--- src/hw/game_geom_pkg.sv ---
package game_geom_pkg;

    // screen coordinate, signed so a sprite can sit just off the left or top edge
    typedef logic signed [10:0] coord_t;

    // per-frame step, -16 .. 15
    typedef logic signed [4:0] vel_t;

    // top-left corner of a sprite
    typedef struct packed
    {
        coord_t x;
        coord_t y;
    } sprite_pos_t;

    typedef struct packed
    {
        vel_t dx;
        vel_t dy;
    } sprite_vel_t;

    // sprite rectangle, right and bottom are exclusive
    typedef struct packed
    {
        coord_t left;
        coord_t top;
        coord_t right;
        coord_t bottom;
    } sprite_box_t;

    function automatic sprite_box_t pos_to_box(sprite_pos_t p, int w, int h);
        sprite_box_t b;
        b.left   = p.x;
        b.top    = p.y;
        b.right  = coord_t'(p.x + w);
        b.bottom = coord_t'(p.y + h);
        return b;
    endfunction

endpackage

--- src/hw/game_ctrl_pkg.sv ---
package game_ctrl_pkg;

    // strobes from the game master into one sprite mover
    typedef struct packed
    {
        logic write_xy;      // load start position
        logic write_dxy;     // load velocity from vel_in
        logic enable_update; // frame ticks move the sprite
    } sprite_ctrl_t;

    // end-of-game result, each bit is a level held in its end state
    typedef struct packed
    {
        logic won;
        logic lost;
    } game_status_t;

endpackage

--- src/hw/sprite_mover.sv ---
`timescale 1ns/100ps

module sprite_mover
    import game_geom_pkg::*, game_ctrl_pkg::*;
#(
    parameter int SCREEN_W = 640,
    parameter int SCREEN_H = 480,
    parameter int SPRITE_W = 8,
    parameter int SPRITE_H = 8,
    parameter int X0       = 0,
    parameter int Y0       = 0
)
(
    input  logic         clk,
    input  logic         reset,

    input  sprite_ctrl_t ctrl,
    input  logic         frame_tick,
    input  sprite_vel_t  vel_in,

    output sprite_pos_t  pos,
    output logic         within_screen
);

    localparam sprite_pos_t START_POS = '{x: coord_t'(X0), y: coord_t'(Y0)};

    sprite_vel_t vel;   // current per-frame step
    sprite_box_t box;
    logic        step;

    assign step = frame_tick & ctrl.enable_update;

    // position register
    always_ff @(posedge clk or posedge reset)
    begin
        if (reset)
        begin
            pos <= START_POS;
        end
        else if (ctrl.write_xy)
        begin
            pos <= START_POS;
        end
        else if (step)
        begin
            // old velocity is used even when write_dxy acts on the same edge
            pos.x <= pos.x + coord_t'(vel.dx);
            pos.y <= pos.y + coord_t'(vel.dy);
        end
    end

    // velocity register, may load together with write_xy
    always_ff @(posedge clk or posedge reset)
    begin
        if (reset)
            vel <= '0;
        else if (ctrl.write_dxy)
            vel <= vel_in;
    end

    // whole sprite box must lie on the screen
    assign box = pos_to_box(pos, SPRITE_W, SPRITE_H);

    always_comb
    begin
        within_screen = 1'b1;

        if (box.left < 0 || box.right > SCREEN_W)
            within_screen = 1'b0;

        if (box.top < 0 || box.bottom > SCREEN_H)
            within_screen = 1'b0;
    end

    // the game master never restarts a sprite while it is moving
    write_xy_not_moving: assert property
    (
        @(posedge clk) disable iff (reset)
        !(ctrl.write_xy && ctrl.enable_update)
    )
    else
        $error("sprite_mover: write_xy together with enable_update");

endmodule

--- src/hw/sprite_collision.sv ---
`timescale 1ns/100ps

module sprite_collision
    import game_geom_pkg::*;
#(
    parameter int SPRITE_W = 8,
    parameter int SPRITE_H = 8
)
(
    input  logic        clk,
    input  logic        reset,

    input  sprite_pos_t target_pos,
    input  sprite_pos_t torpedo_pos,

    output logic        collision
);

    sprite_box_t a;
    sprite_box_t b;
    logic        overlap;

    assign a = pos_to_box(target_pos,  SPRITE_W, SPRITE_H);
    assign b = pos_to_box(torpedo_pos, SPRITE_W, SPRITE_H);

    // rectangles overlap unless one lies fully beside or above the other
    assign overlap =    (a.left < b.right ) && (b.left < a.right )
                     && (a.top  < b.bottom) && (b.top  < a.bottom);

    // registered, so the FSM sees a clean hit flag one cycle later
    always_ff @(posedge clk or posedge reset)
    begin
        if (reset)
            collision <= 1'b0;
        else
            collision <= overlap;
    end

endmodule

--- src/hw/end_of_game_timer.sv ---
`timescale 1ns/100ps

module end_of_game_timer
#(
    parameter int END_CYCLES = 64
)
(
    input  logic clk,
    input  logic reset,

    input  logic start,
    output logic running
);

    localparam int CW = (END_CYCLES > 1) ? $clog2(END_CYCLES) : 1;

    logic [CW - 1:0] count;

    // count holds the cycles left after the current one, so the
    // end state lasts END_CYCLES cycles in total
    always_ff @(posedge clk or posedge reset)
    begin
        if (reset)
            count <= '0;
        else if (start)
            count <= CW'(END_CYCLES - 1);
        else if (count != '0)
            count <= count - 1'b1;
    end

    assign running = (count != '0);

    start_when_idle: assert property
    (
        @(posedge clk) disable iff (reset)
        start |-> !running
    )
    else
        $error("end_of_game_timer: start while running");

endmodule

--- src/hw/game_master_fsm.sv ---
`timescale 1ns/100ps

module game_master_fsm
    import game_ctrl_pkg::*;
(
    input  logic         clk,
    input  logic         reset,

    input  logic         key,

    output sprite_ctrl_t target_ctrl,
    output sprite_ctrl_t torpedo_ctrl,

    input  logic         target_within_screen,
    input  logic         torpedo_within_screen,
    input  logic         collision,

    output logic         timer_start,
    input  logic         timer_running,

    output game_status_t status
);

    // one-hot bit positions
    localparam int START_TARGET    = 0;
    localparam int WAIT_KEY        = 1;
    localparam int START_TORPEDO   = 2;
    localparam int WAIT_COLLISION  = 3;
    localparam int START_END_TIMER = 4;
    localparam int GAME_WON        = 5;
    localparam int GAME_LOST       = 6;
    localparam int N_STATES        = 7;

    logic [N_STATES - 1:0] state;
    logic [N_STATES - 1:0] next_state;
    logic                  collision_d;   // hit seen in the cycle before
    logic                  end_of_game;

    assign end_of_game = ~target_within_screen | ~torpedo_within_screen | collision;

    always_ff @(posedge clk or posedge reset)
    begin
        if (reset)
            collision_d <= 1'b0;
        else
            collision_d <= collision;
    end

    always_comb
    begin
        next_state = '0;

        case (1'b1)
            state[START_TARGET]:
                next_state[WAIT_KEY] = 1'b1;

            state[WAIT_KEY]:
                if (key)
                    next_state[START_TORPEDO] = 1'b1;
                else if (end_of_game)
                    next_state[START_END_TIMER] = 1'b1;
                else
                    next_state[WAIT_KEY] = 1'b1;

            state[START_TORPEDO]:
                next_state[WAIT_COLLISION] = 1'b1;

            state[WAIT_COLLISION]:
                if (end_of_game)
                    next_state[START_END_TIMER] = 1'b1;
                else
                    next_state[WAIT_COLLISION] = 1'b1;

            state[START_END_TIMER]:
                if (collision_d)
                    next_state[GAME_WON] = 1'b1;
                else
                    next_state[GAME_LOST] = 1'b1;

            state[GAME_WON]:
                if (timer_running)
                    next_state[GAME_WON] = 1'b1;
                else
                    next_state[START_TARGET] = 1'b1;

            state[GAME_LOST]:
                if (timer_running)
                    next_state[GAME_LOST] = 1'b1;
                else
                    next_state[START_TARGET] = 1'b1;

            default:  // all-zero state right after reset
                next_state[START_TARGET] = 1'b1;
        endcase
    end

    always_ff @(posedge clk or posedge reset)
    begin
        if (reset)
            state <= '0;
        else
            state <= next_state;
    end

    // outputs straight from state bits
    assign target_ctrl.write_xy       = state[START_TARGET];
    assign target_ctrl.write_dxy      = state[START_TARGET];
    assign target_ctrl.enable_update  = state[WAIT_KEY] | state[WAIT_COLLISION];

    assign torpedo_ctrl.write_xy      = state[START_TARGET];
    assign torpedo_ctrl.write_dxy     = state[WAIT_KEY] | state[WAIT_COLLISION];  // aim tracking
    assign torpedo_ctrl.enable_update = state[WAIT_COLLISION];

    assign timer_start = state[START_END_TIMER];
    assign status.won  = state[GAME_WON];
    assign status.lost = state[GAME_LOST];

    state_one_hot: assert property
    (
        @(posedge clk) disable iff (reset)
        $onehot(state) || (state == '0 && $past(reset))
    )
    else
        $error("game_master_fsm: state not one-hot");

endmodule

--- src/hw/game_top.sv ---
`timescale 1ns/100ps

module game_top
    import game_geom_pkg::*, game_ctrl_pkg::*;
#(
    parameter int SCREEN_W   = 640,
    parameter int SCREEN_H   = 480,
    parameter int SPRITE_W   = 8,
    parameter int SPRITE_H   = 8,
    parameter int TARGET_X0  = 40,
    parameter int TARGET_Y0  = 40,
    parameter int TARGET_DX  = 3,
    parameter int TARGET_DY  = 1,
    parameter int TORPEDO_X0 = 320,
    parameter int TORPEDO_Y0 = 440,
    parameter int END_CYCLES = 64
)
(
    input  logic         clk,
    input  logic         reset,
    input  logic         frame_tick,
    input  logic         key,
    input  sprite_vel_t  aim,

    output sprite_pos_t  target_pos,
    output sprite_pos_t  torpedo_pos,
    output game_status_t status
);

    // target always reloads its fixed drift
    localparam sprite_vel_t TARGET_VEL = '{dx: vel_t'(TARGET_DX), dy: vel_t'(TARGET_DY)};

    sprite_ctrl_t target_ctrl;
    sprite_ctrl_t torpedo_ctrl;
    logic         target_within_screen;
    logic         torpedo_within_screen;
    logic         collision;
    logic         timer_start;
    logic         timer_running;

    sprite_mover
    #(
        .SCREEN_W (SCREEN_W),
        .SCREEN_H (SCREEN_H),
        .SPRITE_W (SPRITE_W),
        .SPRITE_H (SPRITE_H),
        .X0       (TARGET_X0),
        .Y0       (TARGET_Y0)
    )
    target_mover_i
    (
        .clk           (clk),
        .reset         (reset),
        .ctrl          (target_ctrl),
        .frame_tick    (frame_tick),
        .vel_in        (TARGET_VEL),
        .pos           (target_pos),
        .within_screen (target_within_screen)
    );

    sprite_mover
    #(
        .SCREEN_W (SCREEN_W),
        .SCREEN_H (SCREEN_H),
        .SPRITE_W (SPRITE_W),
        .SPRITE_H (SPRITE_H),
        .X0       (TORPEDO_X0),
        .Y0       (TORPEDO_Y0)
    )
    torpedo_mover_i
    (
        .clk           (clk),
        .reset         (reset),
        .ctrl          (torpedo_ctrl),
        .frame_tick    (frame_tick),
        .vel_in        (aim),          // player's aim
        .pos           (torpedo_pos),
        .within_screen (torpedo_within_screen)
    );

    sprite_collision #(.SPRITE_W (SPRITE_W), .SPRITE_H (SPRITE_H)) collision_i
    (
        .clk         (clk),
        .reset       (reset),
        .target_pos  (target_pos),
        .torpedo_pos (torpedo_pos),
        .collision   (collision)
    );

    end_of_game_timer #(.END_CYCLES (END_CYCLES)) timer_i
    (
        .clk     (clk),
        .reset   (reset),
        .start   (timer_start),
        .running (timer_running)
    );

    game_master_fsm master_i
    (
        .clk                   (clk),
        .reset                 (reset),
        .key                   (key),
        .target_ctrl           (target_ctrl),
        .torpedo_ctrl          (torpedo_ctrl),
        .target_within_screen  (target_within_screen),
        .torpedo_within_screen (torpedo_within_screen),
        .collision             (collision),
        .timer_start           (timer_start),
        .timer_running         (timer_running),
        .status                (status)
    );

endmodule

--- config.mk ---
export PLATFORM = sky130hd
export DESIGN_NAME = game_top
export DESIGN_NICKNAME = d
export VERILOG_FILES = /design/src/hw/game_geom_pkg.sv /design/src/hw/game_ctrl_pkg.sv /design/src/hw/sprite_mover.sv /design/src/hw/sprite_collision.sv /design/src/hw/end_of_game_timer.sv /design/src/hw/game_master_fsm.sv /design/src/hw/game_top.sv
export SDC_FILE = /design/constraint.sdc
export NUM_CORES = 1
export LEC_CHECK = 0
export BUFFER_PORTS_ARGS = -buffer_cell sky130_fd_sc_hd__buf_2
export CORE_MARGIN = 2
export CORE_UTILIZATION = 63
export CTS_CLUSTER_DIAMETER = 200
export CTS_CLUSTER_SIZE = 25
export DETAILED_ROUTE_END_ITERATION = 12
export PLACE_DENSITY = 0.87
export SYNTH_ARGS = -nofsm -noshare
export SYNTH_HDL_FRONTEND = slang
export SYNTH_SLANG_ARGS = --single-unit
--- constraint.sdc ---
create_clock -name clk -period 6.4 [get_ports clk]
set_input_delay 0 -clock clk [delete_from_list [all_inputs] [get_ports clk]]
set_output_delay 0 -clock clk [all_outputs]
set_load 0.01 [all_outputs]
# Yosys cells after proc, flatten, opt, wreduce, memory -nomap -nowiden
# Cells that the tools add are included.
dict set report word_totals {
  out_inout_bits 46
  register_bits 71
  wordCells 102
  latch_bits 0
  rom_bits 0
  ram_bits 0
  mem_count 0
}
dict set report classes {
  shifts 0
  n_reduce_logical 11
  n_mux 51
  n_div 0
  n_mul 0
  addsub 9
  n_eq_ne 0
  magnitude_cmp 12
  bitwise_logic 7
}
# op count
set op_table {}
lappend op_table {{$mux W22} 4}
lappend op_table {{$mux W1} 45}
lappend op_table {{$add A11 B5 Y11 const B} 4}
lappend op_table {{$lt A11 B1 Y1 const B} 4}
lappend op_table {{$lt A11 B11 Y1} 4}
lappend op_table {{$add A11 B5 Y11} 2}
lappend op_table {{$gt A11 B10 Y1 const B} 2}
lappend op_table {{$gt A11 B11 Y1 const B} 2}
lappend op_table {{$mux W6} 2}
lappend op_table {{$add A11 B2 Y11} 1}
lappend op_table {{$add A11 B3 Y11} 1}
lappend op_table {{$reduce_bool A2 Y1} 3}
lappend op_table {{$reduce_bool A6 Y1} 1}
lappend op_table {{$sub A6 B1 Y6 const B} 1}
lappend op_table {{$logic_or A1 B1 Y1} 4}
lappend op_table {{$logic_and A1 B1 Y1} 3}
lappend op_table {{$or A1 B1 Y1} 3}
lappend op_table {{$and A1 B1 Y1} 2}
lappend op_table {{$not A1 Y1} 2}

# Depth between registers and ports, before layout
# Gate-level depths: netlist of run 1.
dict set report logic_depth {
  ltp_word 13
  ltp_mapped 11
  mapped_depth_nobuf 11
}

# Cells and area by module
# A second synthesis of run 1 with hierarchy kept.
dict set report hier_totals {
  cells_unflattened 789
  area_unflattened_um2 6969.2
}
# mod cells_per_inst area_each_um2 instances
set modules_own_cells {}
lappend modules_own_cells {{sprite_mover at target_mover_i} 274 2483.6 1}
lappend modules_own_cells {{sprite_mover at torpedo_mover_i} 272 2398.6 1}
lappend modules_own_cells {sprite_collision 170 1333.8 1}
lappend modules_own_cells {game_master_fsm 37 402.9 1}
lappend modules_own_cells {end_of_game_timer 34 342.8 1}
lappend modules_own_cells {game_top 2 7.5 1}

# Worst setup path before layout of run 1
# No wires, ideal clock.
dict set report synth_timing {
  path_type {flip-flop to flip-flop}
  startpoint {register torpedo_mover_i.pos[15] in the netlist's numbering}
  endpoint {register collision_i.collision}
  period_less_slack_ns 2.706
  stages_incl_launch_ff 9
  slack_ns 3.694
  required_time_ns 6.295
  arrival_ns 2.601
  cell_sequence {dfrtp_1 ha_1 nand3_2 or3_1 and2_4 ha_1 or4b_2 o21a_1 nor4b_1}
}
dict set report synth_via {
  elab_chain_cells 5
  word_cells_on_any_way 6
}
# item line_no
set synth_rtl {}
lappend synth_rtl {{start, declared} sprite_mover.sv:21} ;# output sprite_pos_t pos,
lappend synth_rtl {{$add A11 B5 Y11} game_geom_pkg.sv:35} ;# b.right = coord_t'(p.x + w);
lappend synth_rtl {{$lt A11 B11 Y1} sprite_collision.sv:27} ;# assign overlap = (a.left < b.right ) && (b.left < a.right )
lappend synth_rtl {{$logic_and A1 B1 Y1 (*)} sprite_collision.sv:27}
lappend synth_rtl {{$logic_and A1 B1 Y1 (*) (2 in a row)} sprite_collision.sv:28} ;# && (a.top < b.bottom) && (b.top < a.bottom);
lappend synth_rtl {{via collision_i.overlap} sprite_collision.sv:21} ;# logic overlap;
lappend synth_rtl {{end signal, assigned} sprite_collision.sv:36} ;# collision <= overlap;
lappend synth_rtl {{end, declared} sprite_collision.sv:16} ;# output logic collision
# The timed path passes the listed nets; every way through them passes the cells marked *.
# A chain may end at the register's enable or synchronous reset.

# Final worst setup path of run 1
dict set report layout_timing {
  startpoint {register torpedo_mover_i.pos[14] in the netlist's numbering}
  endpoint {register collision_i.collision}
}
# Same word-level chain as after synthesis.

==> flow_summary.rst, run 1 <==
.. list-table::
   :header-rows: 1

   * - Metric
     - Value
   * - Status
     - completed
   * - EDFF count, synth
     - 0
   * - Maximum number of pins on one net before global-route repair
     - 71
   * - Average cell area after synthesis
     - 9.050 µm²
   * - Proportion of layout cells with a drive suffix above 1
     - 16.67%
   * - Resized Gates After CTS
     - 0
   * - Routed vias
     - 5047
   * - Placer congestion estimate
     - 0.9111
   * - Clock Tree Buf Depth
     - 2
   * - Max Clock Freq
     - 345.3 MHz
   * - Remaining global-route overflow
     - 0
   * - Top cell type's share of synthesized area
     - 26.57%
   * - H-Tree Depth
     - 3
   * - M3 GR Usage
     - 4.868%
   * - FF+latch count, synth
     - 70
   * - First drt pass iteration count
     - 4
   * - Biggest area consumer among synthesized cells
     - sky130_fd_sc_hd__dfrtp_1
   * - Portion of the clock cycle consumed by the worst path in the final layout
     - 45.25%
   * - Clock Tree Root
     - sky130_fd_sc_hd__clkbuf_8
   * - Layout Area Growth over Synthesis
     - 12.56%
   * - Initial core utilization
     - 64.34%
   * - Post-layout minimum cycle time
     - 2.896 ns
   * - Met1 global-route usage
     - 38.33%
   * - Gr usage total
     - 29.11%
   * - Overall die area
     - 9587 µm²
   * - Met2 usage in global routing
     - 48.05%
   * - Net count after synthesis
     - 699
   * - Wire length of the first global-routing pass
     - 22800 µm
   * - Antenna Cells
     - 0
   * - Largest fanout on the critical path
     - 9
   * - Post-Route WL
     - 13660 µm
   * - Cell Pwr Density
     - 492.7 nW/µm²
   * - Max-slew headroom
     - 26.07%
   * - Total Nets Final
     - 758
   * - Kind of end point of the critical path
     - register
   * - Share of the yosys chip area belonging to registers
     - 31.77%
   * - Number of remaining DRC errors
     - 0
   * - Yosys synthesis warning count
     - 0
   * - Async SR Flop Fraction
     - 100.0%
   * - Type of the worst setup path
     - register to register
   * - Number of clock sinks
     - 70
   * - Area of the mapped netlist
     - 5557 µm²
   * - Flip-flop cell with the highest count after synthesis
     - sky130_fd_sc_hd__dfrtp_1
   * - Setup repair after global routing missed its margin
     - no
   * - Max-cap viol count
     - 0
   * - Clock network latency to the later pin of the worst-skew pair
     - 0.35 ns
   * - Worst ir drop on vdd
     - 0.3307 mV
   * - Kind of start point of the critical path
     - register
   * - Vias per cell
     - 6.421
   * - Synthesized instance count
     - 614
   * - Post-detailed-route wirelength per cell
     - 17.37 µm
   * - Transition time of the tightest slew-check pin
     - 1.106 ns
   * - Ranking of synthesized cells by area
     - sky130_fd_sc_hd__dfrtp_1, sky130_fd_sc_hd__ha_1, sky130_fd_sc_hd__dfstp_2
   * - Half-perimeter wire length after detailed placement
     - 9765 µm
   * - Cell row count
     - 34
   * - CTS tree
     - built
   * - Cell count after placement
     - 758
   * - Port Buf Inserts
     - 59
   * - Die width
     - 97.92 µm
   * - # Post-CTS Setup Buffers
     - 0
   * - Via count of the first global-routing pass
     - 4809
   * - Commonest cells in the synthesized netlist
     - sky130_fd_sc_hd__ha_1, sky130_fd_sc_hd__dfrtp_1, sky130_fd_sc_hd__nand2_1
   * - Number of non-filler instances in the completed layout
     - 786
   * - Initial antenna violation count
     - 0
   * - CTS Hold Bufs
     - 12
   * - Max Clock Skew
     - 0.008487 ns
   * - P_leak
     - 0.002869 µW
   * - Number of I/O pins
     - 60
   * - Detail Route Antenna Nets
     - 0
   * - Synth cell types
     - 69
   * - Global-route layer with the greatest usage
     - met2
   * - Class of the most critical hold timing path
     - primary input to register
   * - Number of hold violations in the final report
     - 0
   * - Post-layout power
     - 3082 µW
   * - Clock slew at reported path FFs
     - 0.08 ns
   * - Inserted Clock Buffers
     - 9
   * - Top-count cell post-synth
     - sky130_fd_sc_hd__ha_1
   * - Final setup vio count
     - 0
   * - Critical Path RT
     - 6.64 ns
   * - Arrival time at the worst endpoint
     - 3.14 ns
   * - Number of design-rule violations left by the first detailed-router iteration
     - 284
   * - Die boundary height
     - 97.92 µm
   * - Final count of pins violating max slew
     - 0
   * - Core box area
     - 8636 µm²
   * - Aggregate negative setup slack
     - 0 ns
-- path summary, 6_finish.rpt --
path / start / depth (start not counted) / slack [ns] / end
setup reg to reg: torpedo_mover_i.pos[14] / 8 / 3.50 / collision_i.collision
min in group asynchronous: reset / 4 / 0.44 / target_mover_i.pos[12]
max in group asynchronous: reset / 4 / 5.35 / torpedo_mover_i.vel[1]
hold / removal: frame_tick / 4 / 0.16 / target_mover_i.pos[11]
setup / recovery: torpedo_mover_i.pos[14] / 8 / 3.50 / collision_i.collision
hold reg to reg: collision_i.collision / 0 / 0.40 / master_i.collision_d
-- kinds of logic (layout without fill, tap and decap cells) --
group / count (synthesis) / count (layout) / share of synthesized area (%)
buffers and inverters: 48 / 112 / 3.422
AND/OR/NAND/NOR: 202 / 202 / 19.23
XOR/XNOR: 45 / 45 / 7.093
multiplexers: 11 / 11 / 2.207
AO/OA/AOI/OAI: 167 / 167 / 19.88
adder cells (fa/ha/maj): 71 / 71 / 16.39
flip-flops: 70 / 70 / 31.77
-- cell usage in the layout (no fill, tap or decap), types with 13 or more instances in the layout --
master / instances
sky130_fd_sc_hd__or3_1: 14
sky130_fd_sc_hd__inv_1: 22
sky130_fd_sc_hd__nand3_1: 16
sky130_fd_sc_hd__a21oi_1: 43
sky130_fd_sc_hd__buf_2: 59
sky130_fd_sc_hd__nor3_1: 14
sky130_fd_sc_hd__dfrtp_1: 59
sky130_fd_sc_hd__a211oi_1: 14
sky130_fd_sc_hd__xor2_1: 26
sky130_fd_sc_hd__a21o_1: 13
sky130_fd_sc_hd__nand2_1: 55
sky130_fd_sc_hd__xnor2_1: 19
sky130_fd_sc_hd__o21ai_0: 32
sky130_fd_sc_hd__ha_1: 68
sky130_fd_sc_hd__nor2_1: 35
-- stage by stage --
step | setup slack (ns) | hold WS [ns] | instance area [µm²] | utilization [%]
after global routing | 3.355 | 0.1670 | 6255 | 72.43
after global placement | 3.664 | 0.2311 | 5898 | 68.30
after CTS | 3.524 | 0.1330 | 6255 | 72.43
final | 3.504 | 0.1639 | 6255 | 72.43
after floorplan | 3.694 | 0.1506 | 5557 | -
after detailed placement | 3.565 | 0.2369 | 5898 | 68.30
-- critical path: stages, from the launching register on --
cell and delay, ns:
sky130_fd_sc_hd__dfrtp_1 0.51, sky130_fd_sc_hd__ha_1 0.32, sky130_fd_sc_hd__nand3_2 0.12, sky130_fd_sc_hd__or3_1 0.39, sky130_fd_sc_hd__and2_4 0.17, sky130_fd_sc_hd__ha_1 0.18, sky130_fd_sc_hd__or4b_2 0.61, sky130_fd_sc_hd__o21a_1 0.19
sky130_fd_sc_hd__nor4b_1 0.29
-- layout make-up --
cell class                 count  area [µm²]
multi-input combinational    496        3601
fill                         660        2381
sequential                    70        1765
timing repair buffer          73       430.4
tap                          108       135.1
clock buffer                   9       123.9
clock inverter                 7       112.6
inverter                      23       86.33
-- registers in the layout, summed over array words and instances (netlist names) --
signal                 cells
target_mover_i.pos        22
torpedo_mover_i.pos       22
torpedo_mover_i.vel       10
master_i.state             7
timer_i.count              6
collision_i.collision      1
master_i.collision_d       1
target_mover_i.vel         1
-- power by group --
part	switching, µW	internal (µW)
Combinational	981	795
Sequential	272	603
Clock	175	257
-- metal layers --
layer  vias up  share of wire [%]
met2       184                 48
met4         0                2.7
met5         -                  0
met1      2430                 43
met3        43                5.4
li1       2390                  -
(Power assumes the default switching activity.)
==> inputs of run 2 (changes only) <==
--- a/config.mk
+++ b/config.mk
@@ -5,13 +5,14 @@
 export SDC_FILE = /design/constraint.sdc
 export NUM_CORES = 1
 export LEC_CHECK = 0
+export ABC_AREA = 1
 export BUFFER_PORTS_ARGS = -buffer_cell sky130_fd_sc_hd__buf_2
 export CORE_MARGIN = 2
-export CORE_UTILIZATION = 63
+export CORE_UTILIZATION = 60
 export CTS_CLUSTER_DIAMETER = 200
 export CTS_CLUSTER_SIZE = 25
 export DETAILED_ROUTE_END_ITERATION = 12
-export PLACE_DENSITY = 0.87
+export PLACE_DENSITY = 0.83
 export SYNTH_ARGS = -nofsm -noshare
 export SYNTH_HDL_FRONTEND = slang
 export SYNTH_SLANG_ARGS = --single-unit
==> constraint.sdc (replaced) <==
create_clock -name clk -period 3 [get_ports clk]
set_input_delay 0 -clock clk [delete_from_list [all_inputs] [get_ports clk]]
set_output_delay 0 -clock clk [all_outputs]
set_load 0.01 [all_outputs]
==> flow_summary.rst, run 2 <==
.. list-table::
   :header-rows: 1

   * - Metric
     - Value
   * - Status
     - completed
   * - Cell count after placement
     - 901
   * - Wire length of the first global-routing pass
     - 23910 µm
   * - Setup repair after global routing missed its margin
     - no
   * - Cell row count
     - 34
   * - Ranking of synthesized cells by area
     - sky130_fd_sc_hd__dfrtp_1, sky130_fd_sc_hd__ha_1, sky130_fd_sc_hd__nand2_1
   * - Relative contribution of sequential cells to total power
     - 28.7%
   * - Initial core utilization
     - 62.56%
   * - Placer congestion estimate
     - 0.9125
   * - Fraction of power spent switching nets
     - 49.23%
   * - Post-detailed-route wirelength per cell
     - 15.54 µm
   * - Area of the mapped netlist
     - 5509 µm²
   * - Layout Area Growth over Synthesis
     - 13.99%
   * - Core box area
     - 8806 µm²
   * - Die boundary height
     - 99.82 µm
   * - Class of the most critical hold timing path
     - primary input to register
   * - First drt pass iteration count
     - 5
   * - Average cell area after synthesis
     - 7.455 µm²
   * - M3 GR Usage
     - 4.109%
   * - Clock network power share
     - 15.0%
   * - Share of the yosys chip area belonging to registers
     - 32.05%
   * - Met2 usage in global routing
     - 51.25%
   * - Yosys synthesis warning count
     - 0
   * - Max Clock Skew
     - 0.01001 ns
   * - Switch Pwr
     - 2961 µW
   * - Max-slew headroom
     - 47.66%
   * - Aggregate negative setup slack
     - 0 ns
   * - Type of the worst setup path
     - register to register
   * - Flip-flop cell with the highest count after synthesis
     - sky130_fd_sc_hd__dfrtp_1
   * - Number of remaining DRC errors
     - 0
   * - Port Buf Inserts
     - 59
   * - Final count of pins violating max slew
     - 0
   * - Number of non-filler instances in the completed layout
     - 929
   * - Clock network latency to the later pin of the worst-skew pair
     - 0.36 ns
   * - Number of clock sinks
     - 70
   * - Leading cell type in the layout, fill and taps excluded
     - sky130_fd_sc_hd__nand2_1
   * - Transition time of the tightest slew-check pin
     - 0.7840 ns
   * - Part of the power in combinational logic
     - 56.3%
   * - Filler cells
     - 728
   * - Max-cap viol count
     - 0
   * - Commonest cells after routing, fill and taps aside
     - sky130_fd_sc_hd__nand2_1, sky130_fd_sc_hd__inv_1, sky130_fd_sc_hd__ha_1, sky130_fd_sc_hd__dfrtp_1, sky130_fd_sc_hd__buf_2
   * - Number of I/O pins
     - 60
   * - Max Clock Freq
     - 403.2 MHz
   * - Largest fanout on the critical path
     - 9
   * - Final setup vio count
     - 0
   * - Maximum number of pins on one net before global-route repair
     - 36
   * - P_leak
     - 0.003251 µW
   * - Clock Tree Root
     - sky130_fd_sc_hd__clkbuf_8
   * - Cell internal pwr
     - 3054 µW
   * - Clock slew at reported path FFs
     - 0.08 ns
   * - Biggest area consumer among synthesized cells
     - sky130_fd_sc_hd__dfrtp_1
   * - Kind of start point of the critical path
     - register
   * - Remaining global-route overflow
     - 0
   * - Overall die area
     - 9964 µm²
   * - Synthesized instance count
     - 739
   * - Clock Tree Buf Depth
     - 2
   * - Critical Path RT
     - 3.25 ns
   * - Top cell type's share of synthesized area
     - 26.80%
   * - Gr usage total
     - 29.98%
   * - Post-layout minimum cycle time
     - 2.480 ns
   * - Vias per cell
     - 5.783
   * - H-Tree Depth
     - 3
   * - Half-perimeter wire length after detailed placement
     - 11030 µm
   * - Antenna Cells
     - 0
   * - Inserted Clock Buffers
     - 9
   * - Kind of end point of the critical path
     - register
   * - Number of design-rule violations left by the first detailed-router iteration
     - 285
   * - Met1 global-route usage
     - 39.72%
   * - Synth cell types
     - 40
   * - Worst ir drop on vdd
     - 0.5374 mV
   * - Total Nets Final
     - 901
   * - Proportion of layout cells with a drive suffix above 1
     - 13.89%
   * - Arrival time at the worst endpoint
     - 2.73 ns
   * - FF+latch count, synth
     - 70
   * - Routed vias
     - 5372
   * - Initial antenna violation count
     - 0
   * - Net count after synthesis
     - 824
   * - Detail Route Antenna Nets
     - 0
   * - Die width
     - 99.82 µm
   * - CTS tree
     - built
   * - Via count of the first global-routing pass
     - 5139
   * - Global-route layer with the greatest usage
     - met2
   * - EDFF count, synth
     - 0
   * - Post-Route WL
     - 14440 µm
   * - Top-count cell post-synth
     - sky130_fd_sc_hd__nand2_1
   * - Number of hold violations in the final report
     - 0
   * - # Post-CTS Setup Buffers
     - 0
   * - Commonest cells in the synthesized netlist
     - sky130_fd_sc_hd__nand2_1, sky130_fd_sc_hd__inv_1, sky130_fd_sc_hd__ha_1
   * - Async SR Flop Fraction
     - 100.0%
   * - Post-layout power
     - 6014 µW
   * - Largest registers ranked by flip-flop count
     - target_mover_i.pos x22, torpedo_mover_i.pos x22, torpedo_mover_i.vel x10
   * - Cell Pwr Density
     - 957.8 nW/µm²
   * - Portion of the clock cycle consumed by the worst path in the final layout
     - 82.68%
## run 2: cell count changes in the layout (fill, tap and decap cells not counted), sizes merged, moves of 12 or more
cell	before	now
inv	23	97
a211oi	15	1
a21oi	43	56
nor2	35	67
nand3	18	54
xnor2	19	7
or3	14	0
a21o	14	0
nand2	55	172
o21ai	34	52
## run 2: layout make-up
type	count	area, µm²	area share [%]
Inverter	97	364.1	5.798
Multi-Input combinational cell	562	3329	53.02
Timing Repair Buffer	76	452.9	7.213
Tap cell	108	135.1	2.152
Sequential cell	70	1765	28.11
Clock inverter	5	81.33	1.295
Clock buffer	11	151.4	2.411
## run 2: layer usage
| metal | vias up | part of all wire, % | wire length, µm |
|---|---|---|---|
| li1 | 2632 | - | - |
| met1 | 2555 | 45 | 6461 |
| met2 | 160 | 49 | 7107 |
| met3 | 25 | 4.6 | 658 |
| met4 | 0 | 1.5 | 211 |
| met5 | - | 0 | 0 |
## run 2: cells by family (layout without fill, tap and decap cells)
| family | Yosys count | count (layout) | share of synthesized area (%) |
|---|---|---|---|
| xor gates and xnor gates | 25 | 25 | 3.975 |
| and+or+nand+nor | 332 | 332 | 26.62 |
| AOI/OAI and AO/OA | 134 | 134 | 13.31 |
| DFF | 70 | 70 | 32.05 |
| adders and majority gates | 71 | 71 | 16.53 |
| buffers and inverters | 107 | 189 | 7.517 |
## run 2: power by group through the flow
stage          clock network, µW  logic, µW  registers (µW)
2_1_floorplan                  0       2440            1630
4_1_cts                      911       3350            1720
5_1_grt                      943       3850            1770
6_report                     900       3390            1730
3_5_place_dp                   0       3310            1730
3_3_place_gp                   0       3190            1720
## run 2: what timing repair did
action | 4_1_cts | 5_1_grt
endpoints found under the hold margin | 37 | 0
resized for setup | 0 | 0
hold buffers | 12 | 0
setup endpoints to repair | 0 | 0
## run 2: worst paths after layout
kind,from,to,slack [ns],depth (start not counted)
worst min register to register,collision_i.collision,master_i.collision_d,0.41,0
worst min-delay path,frame_tick,target_mover_i.pos[2],0.07,5
worst max register to register,target_mover_i.pos[3],collision_i.collision,0.52,12
worst max-delay path,target_mover_i.pos[3],collision_i.collision,0.52,12
max in group asynchronous,reset,target_mover_i.pos[14],1.83,4
min in group asynchronous,reset,target_mover_i.vel[5],0.34,3
## run 2: per-stage QoR
step	worst slack (ns)	area (µm²)	hold slack, ns	utilization (%)
floorplan	0.6550	5509	0.1096	-
global placement	0.6259	5927	0.1783	67.31
detailed placement	0.5478	5927	0.1841	67.31
CTS	0.5336	6280	0.06490	71.31
global route	0.2831	6280	0.09826	71.31
finish	0.5197	6280	0.06984	71.31
## run 2: critical path, stage by stage (launching register included)
cell and delay [ns]:
sky130_fd_sc_hd__dfstp_2 0.62, sky130_fd_sc_hd__ha_1 0.28, sky130_fd_sc_hd__nand3_1 0.13, sky130_fd_sc_hd__nor2_1 0.13, sky130_fd_sc_hd__xor2_1 0.22, sky130_fd_sc_hd__ha_1 0.28
sky130_fd_sc_hd__nand4_1 0.08, sky130_fd_sc_hd__inv_1 0.06, sky130_fd_sc_hd__nand3_1 0.08, sky130_fd_sc_hd__nand3_1 0.09, sky130_fd_sc_hd__or2_2 0.28, sky130_fd_sc_hd__nand4_1 0.09
sky130_fd_sc_hd__nor2_1 0.05
==> inputs of run 3 (changes only) <==
--- a/config.mk
+++ b/config.mk
@@ -5,7 +5,7 @@
 export SDC_FILE = /design/constraint.sdc
 export NUM_CORES = 1
 export LEC_CHECK = 0
-export ABC_AREA = 1
+export ABC_AREA = 0
 export BUFFER_PORTS_ARGS = -buffer_cell sky130_fd_sc_hd__buf_2
 export CORE_MARGIN = 2
 export CORE_UTILIZATION = 60
==> constraint.sdc (replaced) <==
create_clock -name clk -period 2.35 [get_ports clk]
set_input_delay 0 -clock clk [delete_from_list [all_inputs] [get_ports clk]]
set_output_delay 0 -clock clk [all_outputs]
set_load 0.01 [all_outputs]
==> flow_summary.rst, run 3 (synthesis results as in run 1) <==
.. list-table::
   :header-rows: 1

   * - Metric
     - Value
   * - Proportion of layout cells with a drive suffix above 1
     - 29.93%
   * - Total Nets Final
     - 835
   * - Detail Route Antenna Nets
     - 0
   * - Post-Route WL
     - 16710 µm
   * - Pre-CTS worst setup slack
     - -0.1180 ns
   * - Die width
     - 100.2 µm
   * - Initial antenna violation count
     - 0
   * - Max stage delay on crit path
     - 0.57 ns
   * - Number of clock sinks
     - 70
   * - Post-layout power
     - 9611 µW
   * - Number of hold violations in the final report
     - 0
   * - Max-slew headroom
     - 58.28%
   * - Max-cap viol count
     - 0
   * - Number of non-filler instances in the completed layout
     - 866
   * - Gr usage total
     - 32.32%
   * - Leading cell type in the layout, fill and taps excluded
     - sky130_fd_sc_hd__buf_4
   * - Port Buf Inserts
     - 59
   * - Final count of pins violating max slew
     - 0
   * - Largest registers ranked by flip-flop count
     - target_mover_i.pos x22, torpedo_mover_i.pos x22, torpedo_mover_i.vel x10
   * - Arrival time at the worst endpoint
     - 2.83 ns
   * - Class of the most critical hold timing path
     - primary input to register
   * - Part of the power in combinational logic
     - 66.9%
   * - Violated checks
     - setup timing
   * - Overall die area
     - 10050 µm²
   * - Switch Pwr
     - 4496 µW
   * - Kind of end point of the critical path
     - register
   * - Kind of start point of the critical path
     - register
   * - First drt pass iteration count
     - 5
   * - Layout Area Growth over Synthesis
     - 27.13%
   * - Inserted Clock Buffers
     - 9
   * - Die boundary height
     - 100.2 µm
   * - Max Clock Skew
     - 0.004805 ns
   * - Max Clock Freq
     - 391.7 MHz
   * - Clock network latency to the later pin of the worst-skew pair
     - 0.37 ns
   * - Worst ir drop on vdd
     - 0.8466 mV
   * - Status
     - complete, but fails checks
   * - Post-detailed-route wirelength per cell
     - 19.30 µm
   * - Cell count after placement
     - 832
   * - Cell internal pwr
     - 5115 µW
   * - Critical Path RT
     - 2.63 ns
   * - CTS tree
     - built
   * - Post-layout minimum cycle time
     - 2.553 ns
   * - Cell Pwr Density
     - 1360 nW/µm²
   * - Clock network power share
     - 10.5%
   * - P_leak
     - 0.003261 µW
   * - Via count of the first global-routing pass
     - 5476
   * - Filler cells
     - 588
   * - Cell row count
     - 35
   * - Critical-path cell with the highest stage delay
     - sky130_fd_sc_hd__dfstp_2
   * - Smallest hold slack
     - 0.2221 ns
   * - Remaining global-route overflow
     - 0
   * - Routed vias
     - 5632
   * - Initial core utilization
     - 61.00%
   * - Relative contribution of sequential cells to total power
     - 22.5%
   * - Final setup vio count
     - 3
   * - Wire length of the first global-routing pass
     - 26010 µm
   * - Clock Tree Buf Depth
     - 2
   * - Clock Tree Root
     - sky130_fd_sc_hd__clkbuf_8
   * - Clock slew at reported path FFs
     - 0.08 ns
   * - FF/Latch Area
     - 1768 µm²
   * - Maximum number of pins on one net before global-route repair
     - 71
   * - Half-perimeter wire length after detailed placement
     - 11110 µm
   * - Crit-path cells
     - ha_4 -> nand3_4 -> xor2_1 -> ha_1 -> a21o_1 -> a211o_1 -> a41oi_2 -> a2bb2oi_1 -> nor4b_2
   * - Area taken by multi-input logic gates
     - 3822 µm²
   * - Core box area
     - 9109 µm²
   * - Number of I/O pins
     - 60
   * - Commonest cells after routing, fill and taps aside
     - sky130_fd_sc_hd__buf_4, sky130_fd_sc_hd__ha_1, sky130_fd_sc_hd__buf_2, sky130_fd_sc_hd__dfrtp_1, sky130_fd_sc_hd__nand2_1
   * - Slack of the critical path
     - -0.2031 ns
   * - Largest fanout on the critical path
     - 5
   * - Number of design-rule violations left by the first detailed-router iteration
     - 513
   * - Fraction of power spent switching nets
     - 46.78%
   * - Antenna Cells
     - 0
   * - Placer congestion estimate
     - 0.9189
   * - Setup repair after global routing missed its margin
     - yes
   * - Transition time of the tightest slew-check pin
     - 0.6251 ns
   * - Vias per cell
     - 6.503
   * - Portion of the clock cycle consumed by the worst path in the final layout
     - 108.6%
   * - H-Tree Depth
     - 3
   * - Type of the worst setup path
     - register to register
   * - Number of remaining DRC errors
     - 0
-- run 3: changes by cell type in the layout (fill, tap and decap cells not counted), moves of 11 or more --
cell / before / now
sky130_fd_sc_hd__xnor2_1: 7 / 19
sky130_fd_sc_hd__inv_1: 93 / 22
sky130_fd_sc_hd__or3_1: 0 / 13
sky130_fd_sc_hd__a21o_1: 0 / 13
sky130_fd_sc_hd__nor2_1: 58 / 34
sky130_fd_sc_hd__a21oi_1: 56 / 40
sky130_fd_sc_hd__a211oi_1: 1 / 12
sky130_fd_sc_hd__nand2_1: 170 / 54
sky130_fd_sc_hd__nand3_1: 52 / 16
sky130_fd_sc_hd__buf_4: 5 / 75
sky130_fd_sc_hd__o21ai_0: 52 / 26
-- run 3: per-layer routing --
metal	wire length [µm]	up-vias	global-route usage, %	share of wire [%]
met2	8309	325	53.85	50
met4	570	0	13.59	3.4
met1	6618	2694	42.63	40
met3	1215	65	3.900	7.3
met5	0	-	0	0
li1	-	2548	-	-
-- run 3: layout make-up --
type	instances	share of cell area [%]
multi-input combinational	496	54.11
sequential	70	25.03
timing repair buffer	150	14.86
tap	111	1.966
clock buffer	10	1.948
inverter	23	1.222
clock inverter	6	0.8679
-- run 3: path summary, 6_finish.rpt --
kind	start	to	slack (ns)	cells after the start
setup reg to reg	target_mover_i.pos[3]	collision_i.collision	-0.20	9
setup / recovery	target_mover_i.pos[3]	collision_i.collision	-0.20	9
min in group asynchronous	reset	target_mover_i.pos[2]	0.25	4
hold reg to reg	collision_i.collision	master_i.collision_d	0.39	0
hold / removal	frame_tick	torpedo_mover_i.pos[19]	0.22	4
max in group asynchronous	reset	target_mover_i.pos[16]	1.74	4
-- run 3: power groups by stage --
stage | sequential, µW | combinational [µW] | clock (µW)
global route | 2210 | 6980 | 1070
global placement | 2100 | 5390 | 0
detailed placement | 2130 | 5680 | 0
floorplan | 2190 | 3750 | 0
finish | 2160 | 6430 | 1010
CTS | 2110 | 5800 | 1010
-- run 3: what timing repair did --
action | in CTS | in global routing
endpoints found under the setup margin | 3 | 9
hold buffers | 12 | 0
hold endpoints to repair | 70 | 0
gates cloned | 0 | 0
pin swaps | 9 | 15
gates resized for setup | 7 | 30
buffers inserted | 2 | 4
-- run 3: critical path, delay by kind of cell, from the launching register on --
kind | cells | cell delay, ns
XOR/XNOR | 1 | 0.24
AO/OA/AOI/OAI | 4 | 0.90
adder cells (fa/ha/maj) | 2 | 0.48
AND/OR/NAND/NOR | 2 | 0.28
flip-flops | 1 | 0.57
-- run 3: per-stage QoR --
stage	cell area, µm²	setup TNS [ns]	utilization, %
floorplan	5637	-0.1521	-
global placement	6528	-0.04104	71.66
detailed placement	6528	-0.2066	71.66
CTS	6884	-0.1583	75.58
global route	7064	-0.5775	77.55
finish	7064	-0.3070	77.55
